$ cat src/rtl/lockstep_pkg.sv
/*
  Shared types and constants for the lockstep checker.
  The core port structs are packed and compared as whole vectors,
  so any field added here is covered by the compare.
  Only MuBiOff disables; every other mubi_t value counts as enabled.
*/
package lockstep_pkg;

  ////////////////////////////////////////
  // Widths
  ////////////////////////////////////////

  parameter int unsigned AddrWidth = 32;
  parameter int unsigned DataWidth = 32;

  // Start address used when nothing else is supplied
  parameter logic [AddrWidth-1:0] BootAddrDefault = 32'h0000_1000;

  ////////////////////////////////////////
  // Core ports
  ////////////////////////////////////////

  // 34-bit bus responses as seen by a core
  typedef struct packed {
    logic                 rsp_valid;
    logic                 rsp_err;
    logic [DataWidth-1:0] rsp_data;
  } core_in_t;

  // 66-bit request side of a core
  typedef struct packed {
    logic                 req_valid;
    logic                 req_we;
    logic [AddrWidth-1:0] req_addr;
    logic [DataWidth-1:0] req_wdata;
  } core_out_t;

  ////////////////////////////////////////
  // Multibit enable
  ////////////////////////////////////////

  typedef logic [3:0] mubi_t;

  // Complementary codes so a single bit flip never turns one into the other
  parameter mubi_t MuBiOn  = 4'hA;
  parameter mubi_t MuBiOff = 4'h5;

endpackage

$ cat src/rtl/output_compare.sv
/*
  Compares the registered shadow outputs with the delayed main outputs.
  main_out_i must already be aligned to the shadow output register.
  The mismatch only counts while cmp_en_i is not MuBiOff; a counter
  error from the reset control always raises the major alert.
*/
`timescale 1ns/1ns

module output_compare (
  input  logic                    clk_i,
  input  lockstep_pkg::core_out_t shadow_out_i,
  input  lockstep_pkg::core_out_t main_out_i,
  input  lockstep_pkg::mubi_t     cmp_en_i,
  input  logic                    cnt_err_i,
  input  logic                    shadow_bus_err_i,
  output logic                    alert_major_o,
  output logic                    alert_core_o
);

  lockstep_pkg::core_out_t shadow_out_q;
  logic                    shadow_bus_err_q;
  logic                    cmp_active;
  logic                    outputs_mismatch;

  ////////////////////////////////////////
  // Shadow output register
  ////////////////////////////////////////

  always_ff @(posedge clk_i) begin
    shadow_out_q     <= shadow_out_i;
    shadow_bus_err_q <= shadow_bus_err_i;
  end

  ////////////////////////////////////////
  // Compare
  ////////////////////////////////////////

  // Anything but the Off code keeps the compare running
  assign cmp_active       = (cmp_en_i != lockstep_pkg::MuBiOff);
  assign outputs_mismatch = cmp_active & (shadow_out_q != main_out_i);

  assign alert_major_o = outputs_mismatch | cnt_err_i;
  assign alert_core_o  = shadow_bus_err_q;

endmodule

$ cat config.mk
export PLATFORM = sky130hd
export DESIGN_NAME = output_compare
export DESIGN_NICKNAME = d
export VERILOG_FILES = /design/src/rtl/lockstep_pkg.sv /design/src/rtl/output_compare.sv
export SDC_FILE = /design/constraint.sdc
export NUM_CORES = 1
export LEC_CHECK = 0
export BUFFER_PORTS_ARGS = -buffer_cell sky130_fd_sc_hd__buf_2
export CORE_MARGIN = 2
export CORE_UTILIZATION = 40
export DETAILED_ROUTE_END_ITERATION = 6
export GPL_TIMING_DRIVEN = 0
export PLACE_DENSITY = 0.78
export RECOVER_POWER = 25
export SYNTH_ARGS = -nofsm -noshare
export SYNTH_HDL_FRONTEND = slang
export SYNTH_SLANG_ARGS = --single-unit
$ cat constraint.sdc
create_clock -name clk_i -period 1.8 [get_ports clk_i]
set_clock_uncertainty 0.15 [all_clocks]
set_input_delay 0.36 -clock clk_i [delete_from_list [all_inputs] [get_ports clk_i]]
set_output_delay 0.36 -clock clk_i [all_outputs]
set_load 0.02 [all_outputs]
==> flow_summary_export.csv <==
group,metric,value,unit
timing,fin_hold_ws,0.5131,ns
cells_and_area,final_common_cell,"buf_2",
min_path,min_path_type,"input pin to flip-flop",
detailed_routing,top_layer,"met4",
clocking,cts_tree,"done",
outcome,violations,"setup timing",
die,start_util,40.95,%
global_route,grt_pass1_vias,2203,
cells_and_area,area_delta_synth_final,82.60,%
detailed_routing,drt-met1-wl,2.107,mm
die,core-area,5075,um^2
die,die_w,76.08,um
die,ios,141,
clocking,clockBufferDepth,2,
global_route,track_usage,22.39,%
setup_path,worst-setup-path-type,"flip-flop to output pin",
cells_and_area,fin_area,3795,um^2
detailed_routing,ant_nets,0,
logic_synthesis,yosysSeqAreaShare,64.54,%
place,dp_hpwl,3.721,mm
timing,drv_slew,0,
cells_and_area,diodes,0,
logic_synthesis,synth_top_area_share,64.54,%
logic_synthesis,avgSynthCellArea,13.07,um^2
logic_synthesis,ys_types,11,
power,peakVddDrop,603.3,uV
clocking,cts_sinks,67,
setup_path,crit_path_end_kind,"output pin",
clocking,clk_pin_slew,0.07,ns
global_route,antenna_found_initial,0,
timing,final-hold-violation-count,0,
flow_run,cap_violations,0,
clocking,htree_levels,3,
setup_path,critical-path-top-delay-family,"simple AND/OR/NAND/NOR gates",
setup_path,worstSetupStartpointType,"flip-flop",
detailed_routing,via_per_inst,4.274,
logic_synthesis,ys_top_cells_by_area,"dfxtp_1, xor2_1, nor4_1",
clocking,numCtsBuffers,9,
timing,fmax,451.3,MHz
setup_path,cp_max_fo,1,
timing,finalSetupViolCount,1,
cells_and_area,n_fill_cell,358,
setup_path,cp.arrival,1.71,ns
place,placed_area,2875,um^2
setup_path,crit_slowest_cell,"nor4_2",
die,rows,26,
timing,relSlewSlack,79.09,%
timing,setup_ws,-0.4161,ns
setup_path,cp.required,1.29,ns
power,leakagePower,1.783,nW
timing,rsz0062_at_grt,"true",
detailed_routing,firstDrtPassIters,4,
place,port_buffers,140,
detailed_routing,wl_per_cell,13.92,um
cells_and_area,drive_gt1_share,43.98,%
outcome,status,"finished with violations",
global_route,overflow,0,
power,p_total,3.131,mW
clocking,cts-root-buf,"clkbuf_8",
die,die_area,5788,um^2
setup_path,path_cells,"xor2_1 > nor4_2 > nand4_1 > nor3_2 > a21oi_2 > buf_6",
timing,worst_slew_pin_slew,0.3108,ns
detailed_routing,wl,6.292,mm
place,gp_congestion,0.7663,
detailed_routing,drt_iter0_markers,26,
cells_and_area,final_cell_mix,"buf_2, dlygate4sd3_1, dfxtp_1, xor2_1, clkbuf_8",
die,die_y,76.08,um
logic_synthesis,synthesis.instances,159,
logic_synthesis,ys_seq_elements,67,
logic_synthesis,yosysTopAreaCell,"dfxtp_1",
setup_path,critPathBufInv,1,
timing,fin_tns_setup,-0.4161,ns
cells_and_area,final_nets,516,
detailed_routing,wl_met3,282,um
detailed_routing,routed-via-count,1932,
place,pre_cts_ws,-0.4365,ns
logic_synthesis,yosys_warnings,0,
global_route,grt_max_degree,12,
setup_path,cp_slowest_stage_delay,0.34,ns
detailed_routing,drc_errors,0,
logic_synthesis,syn_area,2078,um^2
detailed_routing,dr_wl_met2,3.714,mm
timing,period_needed,2.216,ns
power,powerDensity,825.2,nW/um^2
timing,period_share,123.1,%
logic_synthesis,syn_nets,298,
global_route,grt_pass1_wl,9.832,mm
per-stage QoR:
stage               cells  util (%)
global placement      369     56.66
floorplan             159         -
global route          452     74.78
finish                452     74.78
detailed placement    369     56.66
CTS                   452     74.26
final timing paths:
| path | start | end | slack [ns] | depth (start not counted) |
|---|---|---|---|---|
| max | shadow_out_q[48] | alert_major_o | -0.42 | 6 |
| min | shadow_out_i[48] | shadow_out_q[48] | 0.51 | 2 |
final cells by class:
cell class	count	area, um^2	area share, %
well taps	70	87.58	2.308
clock inverters	4	25.02	0.6594
flip-flops and latches	67	1343	35.38
multi-input cells	92	807.0	21.27
repair buffers	207	1378	36.30
clock buffers	12	155.1	4.088
sequential cells by signal, summed over array words and instances (netlist names):
register and flops:
alert_core_o 1, shadow_out_q 66
synth_stat cells:
| library cell | number |
|---|---|
| nor3_1 | 3 |
| nor4_1 | 14 |
| nor2_1 | 1 |
| xor2_1 | 62 |
| dfxtp_1 | 67 |
| xnor2_1 | 4 |
| and4b_1 | 1 |
| nand3_1 | 1 |
| or4_1 | 1 |
| nand4_1 | 4 |
| a21oi_1 | 1 |
repair_timing:
action,4_1_cts,5_1_grt
pin swaps,4,5
gates resized for setup,8,5
endpoints found under the setup margin,1,1
hold endpoints to repair,67,0
hold buffers,67,0
setup buffers,0,0
kinds of logic (layout without fill, tap and decap cells):
family	Yosys count	after routing	synth area share, %
xor+xnor	66	66	27.81
buf+inv	0	223	0
flops	67	67	64.54
compound gates	1	1	0.2406
simple gates	25	25	7.404
routing by layer:
layer / GRT usage, % / up-vias
li1: - / 961
met2: 46.88 / 79
met1: 18.84 / 873
met4: 13.27 / 0
met3: 4.265 / 19
met5: 0 / -
where the power goes:
group	leakage, nW	internal (mW)	switching [mW]
Clock	0.0884	0.571	0.537
Combinational	1.13	0.276	0.150
Sequential	0.565	1.56	0.0350
No activity file was read; power rests on OpenSTA's default activity.
