==> config.mk <==
export PLATFORM = sky130hd
export DESIGN_NAME = shadow_reset_ctrl
export DESIGN_NICKNAME = d
export VERILOG_FILES = /design/src/rtl/lockstep_pkg.sv /design/src/rtl/shadow_reset_ctrl.sv
export SDC_FILE = /design/constraint.sdc
export NUM_CORES = 1
export LEC_CHECK = 0
export ABC_CLOCK_PERIOD_IN_PS = 2500
export BUFFER_PORTS_ARGS = -buffer_cell sky130_fd_sc_hd__clkbuf_2
export CAP_MARGIN = 20
export CELL_PAD_IN_SITES_DETAIL_PLACEMENT = 1
export CELL_PAD_IN_SITES_GLOBAL_PLACEMENT = 1
export CORE_AREA = 2 2 39 41
export CTS_CLUSTER_DIAMETER = 40
export DETAILED_ROUTE_END_ITERATION = 6
export DIE_AREA = 0 0 41 43
export PLACE_DENSITY = 0.5
export SKIP_LAST_GASP = 1
export SLEW_MARGIN = 20
export SYNTH_ARGS = -nofsm -noshare
export SYNTH_HDL_FRONTEND = slang
export SYNTH_SLANG_ARGS = --single-unit
==> constraint.sdc <==
create_clock -name clk_i -period 2.5 [get_ports clk_i]
set_input_delay 0.75 -clock clk_i [delete_from_list [all_inputs] [get_ports clk_i]]
set_output_delay 0.75 -clock clk_i [all_outputs]
set_load 0.02 [all_outputs]
==> src/rtl/lockstep_pkg.sv <==
/*
  Shared types and constants for the lockstep checker.
  The core port structs are packed and compared as whole vectors,
  so any field added here is covered by the compare.
  Only MuBiOff disables; every other mubi_t value counts as enabled.
*/
package lockstep_pkg;

  ////////////////////////////////////////
  // Widths
  ////////////////////////////////////////

  parameter int unsigned AddrWidth = 32;
  parameter int unsigned DataWidth = 32;

  // Start address used when nothing else is supplied
  parameter logic [AddrWidth-1:0] BootAddrDefault = 32'h0000_1000;

  ////////////////////////////////////////
  // Core ports
  ////////////////////////////////////////

  // 34-bit bus responses as seen by a core
  typedef struct packed {
    logic                 rsp_valid;
    logic                 rsp_err;
    logic [DataWidth-1:0] rsp_data;
  } core_in_t;

  // 66-bit request side of a core
  typedef struct packed {
    logic                 req_valid;
    logic                 req_we;
    logic [AddrWidth-1:0] req_addr;
    logic [DataWidth-1:0] req_wdata;
  } core_out_t;

  ////////////////////////////////////////
  // Multibit enable
  ////////////////////////////////////////

  typedef logic [3:0] mubi_t;

  // Complementary codes so a single bit flip never turns one into the other
  parameter mubi_t MuBiOn  = 4'hA;
  parameter mubi_t MuBiOff = 4'h5;

endpackage

==> src/rtl/shadow_reset_ctrl.sv <==
/*
  Releases the shadow core reset LockstepOffset cycles after rst_ni,
  and enables comparison one cycle after that.
  LockstepOffset must be 2 or more.
  Two redundant counters guard the release; any disagreement is flagged
  on cnt_err_o for as long as it lasts.
*/
`timescale 1ns/1ns

module shadow_reset_ctrl #(
  parameter int unsigned LockstepOffset = 2
) (
  input  logic                clk_i,
  input  logic                rst_ni,
  output logic                shadow_rst_no,
  output lockstep_pkg::mubi_t cmp_en_o,
  output logic                cnt_err_o
);

  localparam int unsigned CntW = $clog2(LockstepOffset + 1);
  localparam logic [CntW-1:0] CntMax = CntW'(LockstepOffset);
  localparam logic [CntW-1:0] CntSet = CntW'(LockstepOffset - 1);

  ////////////////////////////////////////
  // Redundant offset counters
  ////////////////////////////////////////

  logic [CntW-1:0] up_cnt_q;
  logic [CntW-1:0] dn_cnt_q;
  logic [CntW:0]   cnt_sum;
  logic            cnt_done;

  // Saturate once the up counter has covered the offset
  assign cnt_done = (up_cnt_q == CntMax);

  always_ff @(posedge clk_i or negedge rst_ni) begin
    if (!rst_ni) begin
      up_cnt_q <= '0;
      dn_cnt_q <= CntMax;
    end else if (!cnt_done) begin
      up_cnt_q <= up_cnt_q + 1'b1;
      dn_cnt_q <= dn_cnt_q - 1'b1;
    end
  end

  // The two counters always add up to the offset
  assign cnt_sum   = {1'b0, up_cnt_q} + {1'b0, dn_cnt_q};
  assign cnt_err_o = (cnt_sum != {1'b0, CntMax});

  ////////////////////////////////////////
  // Reset release and compare enable
  ////////////////////////////////////////

  lockstep_pkg::mubi_t rst_set_d;
  lockstep_pkg::mubi_t rst_set_q;
  lockstep_pkg::mubi_t cmp_en_q;

  assign rst_set_d = (up_cnt_q >= CntSet) ? lockstep_pkg::MuBiOn : lockstep_pkg::MuBiOff;

  always_ff @(posedge clk_i or negedge rst_ni) begin
    if (!rst_ni) begin
      rst_set_q <= lockstep_pkg::MuBiOff;
      cmp_en_q  <= lockstep_pkg::MuBiOff;
    end else begin
      rst_set_q <= rst_set_d;
      cmp_en_q  <= rst_set_q;
    end
  end

  // Bit 1 is high in the On code and low in the Off code
  assign shadow_rst_no = rst_set_q[1];
  assign cmp_en_o      = cmp_en_q;

endmodule

==> impl_metrics.toml, run 1 <==
[power_and_ir_drop]
max-vdd-ir-drop_mv = 0.158
power.density_cell_area_nw_per_um2 = 581
power_leakage_nw = 0.196

[critical_path]
cp-startpoint = "up_cnt_q[0]"
cp_data_arrival_time_ps = 1550
critical_path.endpoint_type = "output pin"
flop_to_flop_setup_slack_ps = 1300
r2r.worst_path.cells = 3
reg2reg_from = "up_cnt_q[0]"
critPathKind = "reg2out"
startpoint_type = "flop"
critPathRequiredTime_ps = 1750
regToRegEndpoint = "up_cnt_q[1]"
worst-path-max-fanout = 3

[global_routing]
grtUsageTotal = 0.0804
grt_antenna_before_repair = 0
vias_in_the_first_global_route = 178
largest_net_degree_at_the_start_of_global_routing = 9
grt_first_pass_wirelength_um = 807
globalRoute.totalOverflow = 0

[cts]
cts.sinks = 8
worstSkewPairLatency_ps = 250
h-tree-depth = 1
clockRootBuffer = "clkbuf_4"
cts_buffers = 3
clock_tree_from_tritoncts = "yes"
post-cts-setup-buffer-count = 0
cts.reportedPaths.clkPinSlew_ps = 50
postCtsResizedCells = 0
cts.hold.buffers_added = 0
ctsLongestPathBuffers = 2

[yosys]
syn-mean-instance-area_um2 = 14.2
synth_most_common_cell = "dfrtp_1"
netlist.area_leader.share = 0.368
synth_cells = 24
synth_seq_cells = 8
synth_seq_area_share = 0.599
synthArstFlopShare = 1.00
synthesis.area_um2 = 340
synth_top_cell_by_area = "dfrtp_1"
synth-edff-count = 0
synth_fp_nets = 30
yosys.cell_types.count = 11
ys_top_cells_by_count = "dfrtp_1 (5), dfstp_2 (3), ha_1 (3), inv_1 (3)"
yosysWarningCount = 0
synth_flop_cell = "dfrtp_1"
synth_area_leaders = "dfrtp_1 (37%), dfstp_2 (23%), ha_1 (11%)"

[floorplan]
pin_count = 8
die_w_um = 41
std_cell_rows = 14
core_area_um2 = 1380
die_h_um = 43
die-area_um2 = 1760
initial_utilization = 0.246

[timing]
timing.setup.tns_ps = 0
report.final.hold_viol_count = 0
timing.max_slew.rel_slack = 0.857
finalSetupViolations = 0
layout_min_cycle_time_ps = 2300
actual_slew_at_the_worst_max_slew_pin_ps = 214
slew_limit_fails = 0
period_utilization = 0.921
fin_worst_skew_ps = 2.99
rsz_0062_raised_after_global_routing = "false"
fmax_mhz = 434
worst_slack_ps = 199

[drt]
firstDrtPassIters = 1
dr.first_iter.drc_count = 0
via_per_inst = 3.86
drtAntennaViolNets = 0
routed_wire_length_per_instance_um = 10.4
dr_total_vias = 189
routed_wl_um = 509
drc_viols = 0

[place]
io_buffers = 7
gp_routability_congestion = 0.710
pre_cts_slack_ps = 457

[layout]
insertedDiodeCount = 0
layout-drive-gt1-share = 0.424
footprint_of_the_multi_input_gates_um2 = 110
synthToLayoutAreaGrowth_pct = 19.5
final-seq-area_um2 = 204
final.fill_count = 164
fin_nets = 40
postLayoutCoreUtil = 0.294

[outcome]
status = "complete, no violations"

[hold_path]
worst_hold_path_type = "in2async"

[run]
max_cap_viol_count = 0
[cells by family after synthesis]
family	Yosys count	share of synthesized area
XOR/XNOR	3	0.0772
adder cells (fa/ha/maj)	4	0.169
buffers and inverters	5	0.0772
flip-flops	8	0.599
multiplexers	1	0.0441
AND/OR/NAND/NOR	3	0.0331
[critical path, stage by stage, from the launching register on]
cell and delay [ps]:
dfrtp_1 410, ha_1 220, fa_1 480, nand2_1 50
clkbuf_2 150
[power by group]
group / switching (W) / internal [W] / total [W]
registers: 0 / 0.000130 / 0.000130
logic: 0.00000227 / 0.000000559 / 0.00000283
clock network: 0.0000425 / 0.0000610 / 0.000103
total: 0.0000448 / 0.000191 / 0.000236
[final cells by class]
class                   count  area share
inverters                   3      0.0277
repair buffers              7      0.0862
clock buffers               4      0.0646
multi-input cells          11       0.271
flip-flops and latches      8       0.502
well taps                  16      0.0492
[sequential cells by signal, indices dropped and copies added, names as in the netlist]
register / count
cmp_en_o: 2
dn_cnt_q: 2
rst_set_q: 2
up_cnt_q: 2
[per-layer routing]
layer,up-vias,track usage,part of all wire
met4,0,0.0800,0
met2,4,0.0969,0.55
li1,89,-,-
met1,96,0.0909,0.40
met5,-,0,0
met3,0,0.0471,0.055
[how the worst max path moves through the flow]
stage / endpoint / cells past startpoint
detailed placement: cnt_err_o / 4
global route: cnt_err_o / 5
finish: cnt_err_o / 4
global placement: cnt_err_o / 4
CTS: cnt_err_o / 4
floorplan: cnt_err_o / 3
[cells in the final DEF (no fill, tap or decap)]
| cell | instances |
|---|---|
| clkbuf_2 | 7 |
| dfrtp_1 | 5 |
| inv_1 | 3 |
| ha_1 | 3 |
| clkbuf_4 | 3 |
| dfstp_2 | 3 |
| nor2_1 | 2 |
| xnor2_1 | 2 |
| nand2_1 | 1 |
| mux2_4 | 1 |
| xor2_1 | 1 |
| fa_1 | 1 |
| clkbuf_1 | 1 |
[through the flow]
step / total power [W] / cell area (um^2) / hold WS [ps] / std cells
3_5_place_dp: 0.000135 / 380 / 357 / 45
5_1_grt: 0.000254 / 407 / 328 / 49
2_1_floorplan: 0.000132 / 340 / 345 / 24
3_3_place_gp: 0.000135 / 380 / 349 / 45
6_report: 0.000236 / 407 / 331 / 49
4_1_cts: 0.000245 / 407 / 325 / 49
(Power assumes the default switching activity.)
==> run 2: changes to the inputs <==
--- a/config.mk
+++ b/config.mk
@@ -15,6 +15,7 @@
 export DETAILED_ROUTE_END_ITERATION = 6
 export DIE_AREA = 0 0 41 43
 export PLACE_DENSITY = 0.5
+export REMOVE_ABC_BUFFERS = 1
 export SKIP_LAST_GASP = 1
 export SLEW_MARGIN = 20
 export SYNTH_ARGS = -nofsm -noshare
==> impl_metrics.toml, run 2 (same netlist as run 1, synthesis figures left out) <==
[critical_path]
critPathKind = "reg2out"
startpoint_type = "flop"
regToRegEndpoint = "up_cnt_q[1]"
critical_path.endpoint_type = "output pin"
r2r.worst_path.cells = 3
critPathRequiredTime_ps = 1750
worst-path-max-fanout = 3
reg2reg_from = "up_cnt_q[0]"
flop_to_flop_setup_slack_ps = 1280
cp_data_arrival_time_ps = 1570

[cts]
h-tree-depth = 1
clockRootBuffer = "clkbuf_4"
clock_tree_from_tritoncts = "yes"
post-cts-setup-buffer-count = 0
cts.hold.buffers_added = 0
worstSkewPairLatency_ps = 260
cts.sinks = 8
postCtsResizedCells = 0
ctsLongestPathBuffers = 2
cts_buffers = 3
cts.reportedPaths.clkPinSlew_ps = 60

[global_routing]
grtUsageTotal = 0.0855
grt_use_met2 = 0.122
vias_in_the_first_global_route = 235
globalRoute.totalOverflow = 0
globalRouteMet3Util = 0.0157
largest_net_degree_at_the_start_of_global_routing = 9
grt_use_met1 = 0.0808
grt.busiest_layer = "met2"
grt_antenna_before_repair = 0
grt_first_pass_wirelength_um = 917

[drt]
firstDrtPassIters = 1
dr_total_vias = 189
via_per_inst = 3.86
drc_viols = 0
routed_wl_um = 519
drtAntennaViolNets = 0
routed_wire_length_per_instance_um = 10.6
dr.first_iter.drc_count = 0

[floorplan]
core_area_um2 = 1380
die_h_um = 43
die-area_um2 = 1760
std_cell_rows = 14
initial_utilization = 0.246
die_w_um = 41
pin_count = 8

[timing]
period_utilization = 0.928
timing.max_slew.rel_slack = 0.855
finalSetupViolations = 0
timing.setup.tns_ps = 0
actual_slew_at_the_worst_max_slew_pin_ps = 218
report.final.hold_viol_count = 0
fin_worst_skew_ps = 10.2
worst_slack_ps = 181
fmax_mhz = 431
layout_min_cycle_time_ps = 2320
slew_limit_fails = 0
rsz_0062_raised_after_global_routing = "false"

[layout]
fin_nets = 40
mostFrequentLayoutCells = "clkbuf_2 (7), dfrtp_1 (5)"
synthToLayoutAreaGrowth_pct = 19.5
insertedDiodeCount = 0
layout_commonest_cell = "clkbuf_2"
layout-drive-gt1-share = 0.424

[power_and_ir_drop]
fin_total_pwr_w = 0.000242
max-vdd-ir-drop_mv = 0.231
power.density_cell_area_nw_per_um2 = 594
power_leakage_nw = 0.196

[run]
max_cap_viol_count = 0

[place]
io_buffers = 7
place_hpwl_um = 405
pre_cts_slack_ps = 455
gp_routability_congestion = 0.696

[outcome]
status = "complete, no violations"

[hold_path]
worst_hold_path_type = "in2async"
## run 2: cell counts in the layout (fill, tap and decap cells not counted)
No cell type changed its count.
## run 2: stage by stage
step,hold WS [ps],instance area [um^2],utilization,instances
final,321,407,0.294,49
after global routing,319,407,0.294,49
after CTS,312,407,0.294,49
after detailed placement,349,380,0.275,45
after global placement,347,380,0.275,45
after floorplan,345,325,-,22
## run 2: layout make-up
| cell class | instances | area, um^2 |
|---|---|---|
| Multi-Input combinational cell | 11 | 110 |
| Inverter | 3 | 11.3 |
| Timing Repair Buffer | 7 | 35.0 |
| Tap cell | 16 | 20.0 |
| Sequential cell | 8 | 204 |
| Fill cell | 158 | 977 |
| Clock buffer | 4 | 26.3 |
## run 2: where the power goes
part           leakage (nW)  switching [W]  internal, W
clock network        0.0150      0.0000478    0.0000613
logic                0.0956     0.00000230  0.000000559
registers            0.0853              0     0.000130
total                 0.196      0.0000501     0.000192
## run 2: critical path, cell delays in order (launching register included)
cell,delay [ps]
dfrtp_1,410
ha_1,230
fa_1,480
nand2_1,40
clkbuf_2,150
## run 2: how the worst max path moves through the flow
stage | from | end | slack, ps | depth (start not counted)
finish | up_cnt_q[0] | cnt_err_o | 180 | 4
global route | up_cnt_q[0] | cnt_err_o | 100 | 5
CTS | up_cnt_q[0] | cnt_err_o | 160 | 4
detailed placement | up_cnt_q[0] | cnt_err_o | 450 | 4
global placement | up_cnt_q[0] | cnt_err_o | 490 | 4
floorplan | up_cnt_q[0] | cnt_err_o | 560 | 3
## run 2: per-layer routing
metal  up-vias  part of all wire
met5         -                 0
met4         0             0.027
met3         2             0.052
met2         7              0.54
met1        92              0.38
li1         88                 -
==> run 3: changes to the inputs <==
--- a/config.mk
+++ b/config.mk
@@ -5,6 +5,7 @@
 export SDC_FILE = /design/constraint.sdc
 export NUM_CORES = 1
 export LEC_CHECK = 0
+export ABC_AREA = 1
 export ABC_CLOCK_PERIOD_IN_PS = 2500
 export BUFFER_PORTS_ARGS = -buffer_cell sky130_fd_sc_hd__clkbuf_2
 export CAP_MARGIN = 20
@@ -14,7 +15,7 @@
 export CTS_CLUSTER_DIAMETER = 40
 export DETAILED_ROUTE_END_ITERATION = 6
 export DIE_AREA = 0 0 41 43
-export PLACE_DENSITY = 0.5
+export PLACE_DENSITY = 0.51
 export REMOVE_ABC_BUFFERS = 1
 export SKIP_LAST_GASP = 1
 export SLEW_MARGIN = 20
==> impl_metrics.toml, run 3 <==
[critical_path]
reg2reg_from = "up_cnt_q[0]"
flop_to_flop_setup_slack_ps = 1400
cp_data_arrival_time_ps = 1580
worst-path-max-fanout = 3
crit_family = "adder cells"
cp_slowest_stage_delay_ps = 490
critical_path.n_buffers_inverters = 1
critPathSlowestCell = "fa_1"
critPathRequiredTime_ps = 1750
startpoint_type = "flop"
cp-startpoint = "up_cnt_q[0]"
critical_path.endpoint_type = "output pin"
critPathKind = "reg2out"
regToRegEndpoint = "dn_cnt_q[1]"
worstPathCellList = "ha_1, fa_1, nand2_1, clkbuf_2"
r2r.worst_path.cells = 4

[yosys]
synth_seq_cells = 8
synth_flop_cell = "dfrtp_1"
synth_area_leaders = "dfrtp_1 (36%), dfstp_2 (23%), ha_1 (11%)"
synthesis.area_um2 = 347
synth_seq_area_share = 0.588
synth_top_cell_by_area = "dfrtp_1"
ys_top_cells_by_count = "dfrtp_1 (5), inv_1 (4)"
synth_most_common_cell = "dfrtp_1"
synth-edff-count = 0
netlist.area_leader.share = 0.361
yosys.cell_types.count = 12
synth_cells = 29
yosysWarningCount = 0
synthArstFlopShare = 1.00
syn-mean-instance-area_um2 = 12.0

[timing]
timing.max_slew.rel_slack = 0.841
slew_limit_fails = 0
layout_min_cycle_time_ps = 2330
worst_slack_ps = 167
report.final.hold_viol_count = 0
fmax_mhz = 429
finalSetupViolations = 0
period_utilization = 0.933
actual_slew_at_the_worst_max_slew_pin_ps = 238
fin_worst_skew_ps = 14.6
timing.setup.tns_ps = 0
rsz_0062_raised_after_global_routing = "false"

[cts]
worstSkewPairLatency_ps = 260
cts.reportedPaths.clkPinSlew_ps = 60
cts.sinks = 8
cts.hold.buffers_added = 0
postCtsResizedCells = 0
ctsLongestPathBuffers = 2
h-tree-depth = 1
cts_buffers = 3
clock_tree_from_tritoncts = "yes"
post-cts-setup-buffer-count = 0
clockRootBuffer = "clkbuf_4"

[power_and_ir_drop]
power.density_cell_area_nw_per_um2 = 582
p_sw_frac = 0.194
max-vdd-ir-drop_mv = 0.301
comb_power_share = 0.012
internal_power_w = 0.000191
sequentialPowerShare = 0.547
clockPowerShare = 0.441
p_switching_w = 0.0000461
power_leakage_nw = 0.200
fin_total_pwr_w = 0.000238

[global_routing]
vias_in_the_first_global_route = 228
grtUsageTotal = 0.0926
largest_net_degree_at_the_start_of_global_routing = 9
grt_first_pass_wirelength_um = 931
grt_antenna_before_repair = 0
globalRoute.totalOverflow = 0

[floorplan]
core_area_um2 = 1380
pin_count = 8
die-area_um2 = 1760
die_h_um = 43
die_w_um = 41
initial_utilization = 0.250
std_cell_rows = 14

[drt]
firstDrtPassIters = 1
routed_wl_um = 545
drc_viols = 0
drtAntennaViolNets = 0
routed_wire_length_per_instance_um = 10.3
dr.first_iter.drc_count = 0
via_per_inst = 3.87
dr_total_vias = 205

[layout]
fin_nets = 44
layout-drive-gt1-share = 0.351
synthToLayoutAreaGrowth_pct = 17.7
mostFrequentLayoutCells = "clkbuf_2 (7), dfrtp_1 (5), inv_1 (4)"
finalInstanceArea_um2 = 408
layout_commonest_cell = "clkbuf_2"
insertedDiodeCount = 0

[place]
io_buffers = 7
place_hpwl_um = 431
pre_cts_slack_ps = 438
placedInstanceArea_um2 = 382
gp_routability_congestion = 0.708

[run]
max_cap_viol_count = 0

[outcome]
status = "complete, no violations"

[hold_path]
worst_hold_path_type = "in2async"
-- run 3: final cells by class --
type / instances / area, um^2
Clock buffer: 4 / 26.3
Fill cell: 160 / 976
Inverter: 4 / 15.0
Multi-Input combinational cell: 14 / 108
Sequential cell: 8 / 204
Tap cell: 16 / 20.0
Timing Repair Buffer: 7 / 35.0
-- run 3: worst max path at each step --
stage	cells after the start	endpoint
finish	4	cnt_err_o
global placement	4	cnt_err_o
detailed placement	4	cnt_err_o
CTS	4	cnt_err_o
floorplan	3	cnt_err_o
global route	5	cnt_err_o
-- run 3: logic make-up after synthesis --
group / count (synthesis) / share of synthesized area
xor gates and xnor gates: 2 / 0.0506
AOI/OAI and AO/OA: 2 / 0.0289
DFF: 8 / 0.588
and+or+nand+nor: 6 / 0.0650
buffers and inverters: 7 / 0.101
adders and majority gates: 4 / 0.166
-- run 3: metal layers --
metal | share of wire | up-vias | track usage | wire (um)
met3 | 0.042 | 2 | 0.0628 | 23
met1 | 0.40 | 99 | 0.0872 | 220
met5 | 0 | - | 0 | 0
met4 | 0.035 | 0 | 0.100 | 19
li1 | - | 101 | - | -
met2 | 0.52 | 3 | 0.119 | 282
-- run 3: stage by stage --
stage | hold slack [ps] | std cells | util
global placement | 346 | 49 | 0.276
CTS | 317 | 53 | 0.295
finish | 323 | 53 | 0.295
global route | 325 | 53 | 0.295
detailed placement | 348 | 49 | 0.276
floorplan | 345 | 26 | -
-- run 3: power groups by stage --
stage | registers (W) | logic, W | clock network, W
6_report | 0.000130 | 0.00000287 | 0.000105
5_1_grt | 0.000130 | 0.00000369 | 0.000119
4_1_cts | 0.000130 | 0.00000312 | 0.000112
3_5_place_dp | 0.000132 | 0.00000312 | 0
3_3_place_gp | 0.000132 | 0.00000296 | 0
2_1_floorplan | 0.000132 | 0.0000000000711 | 0
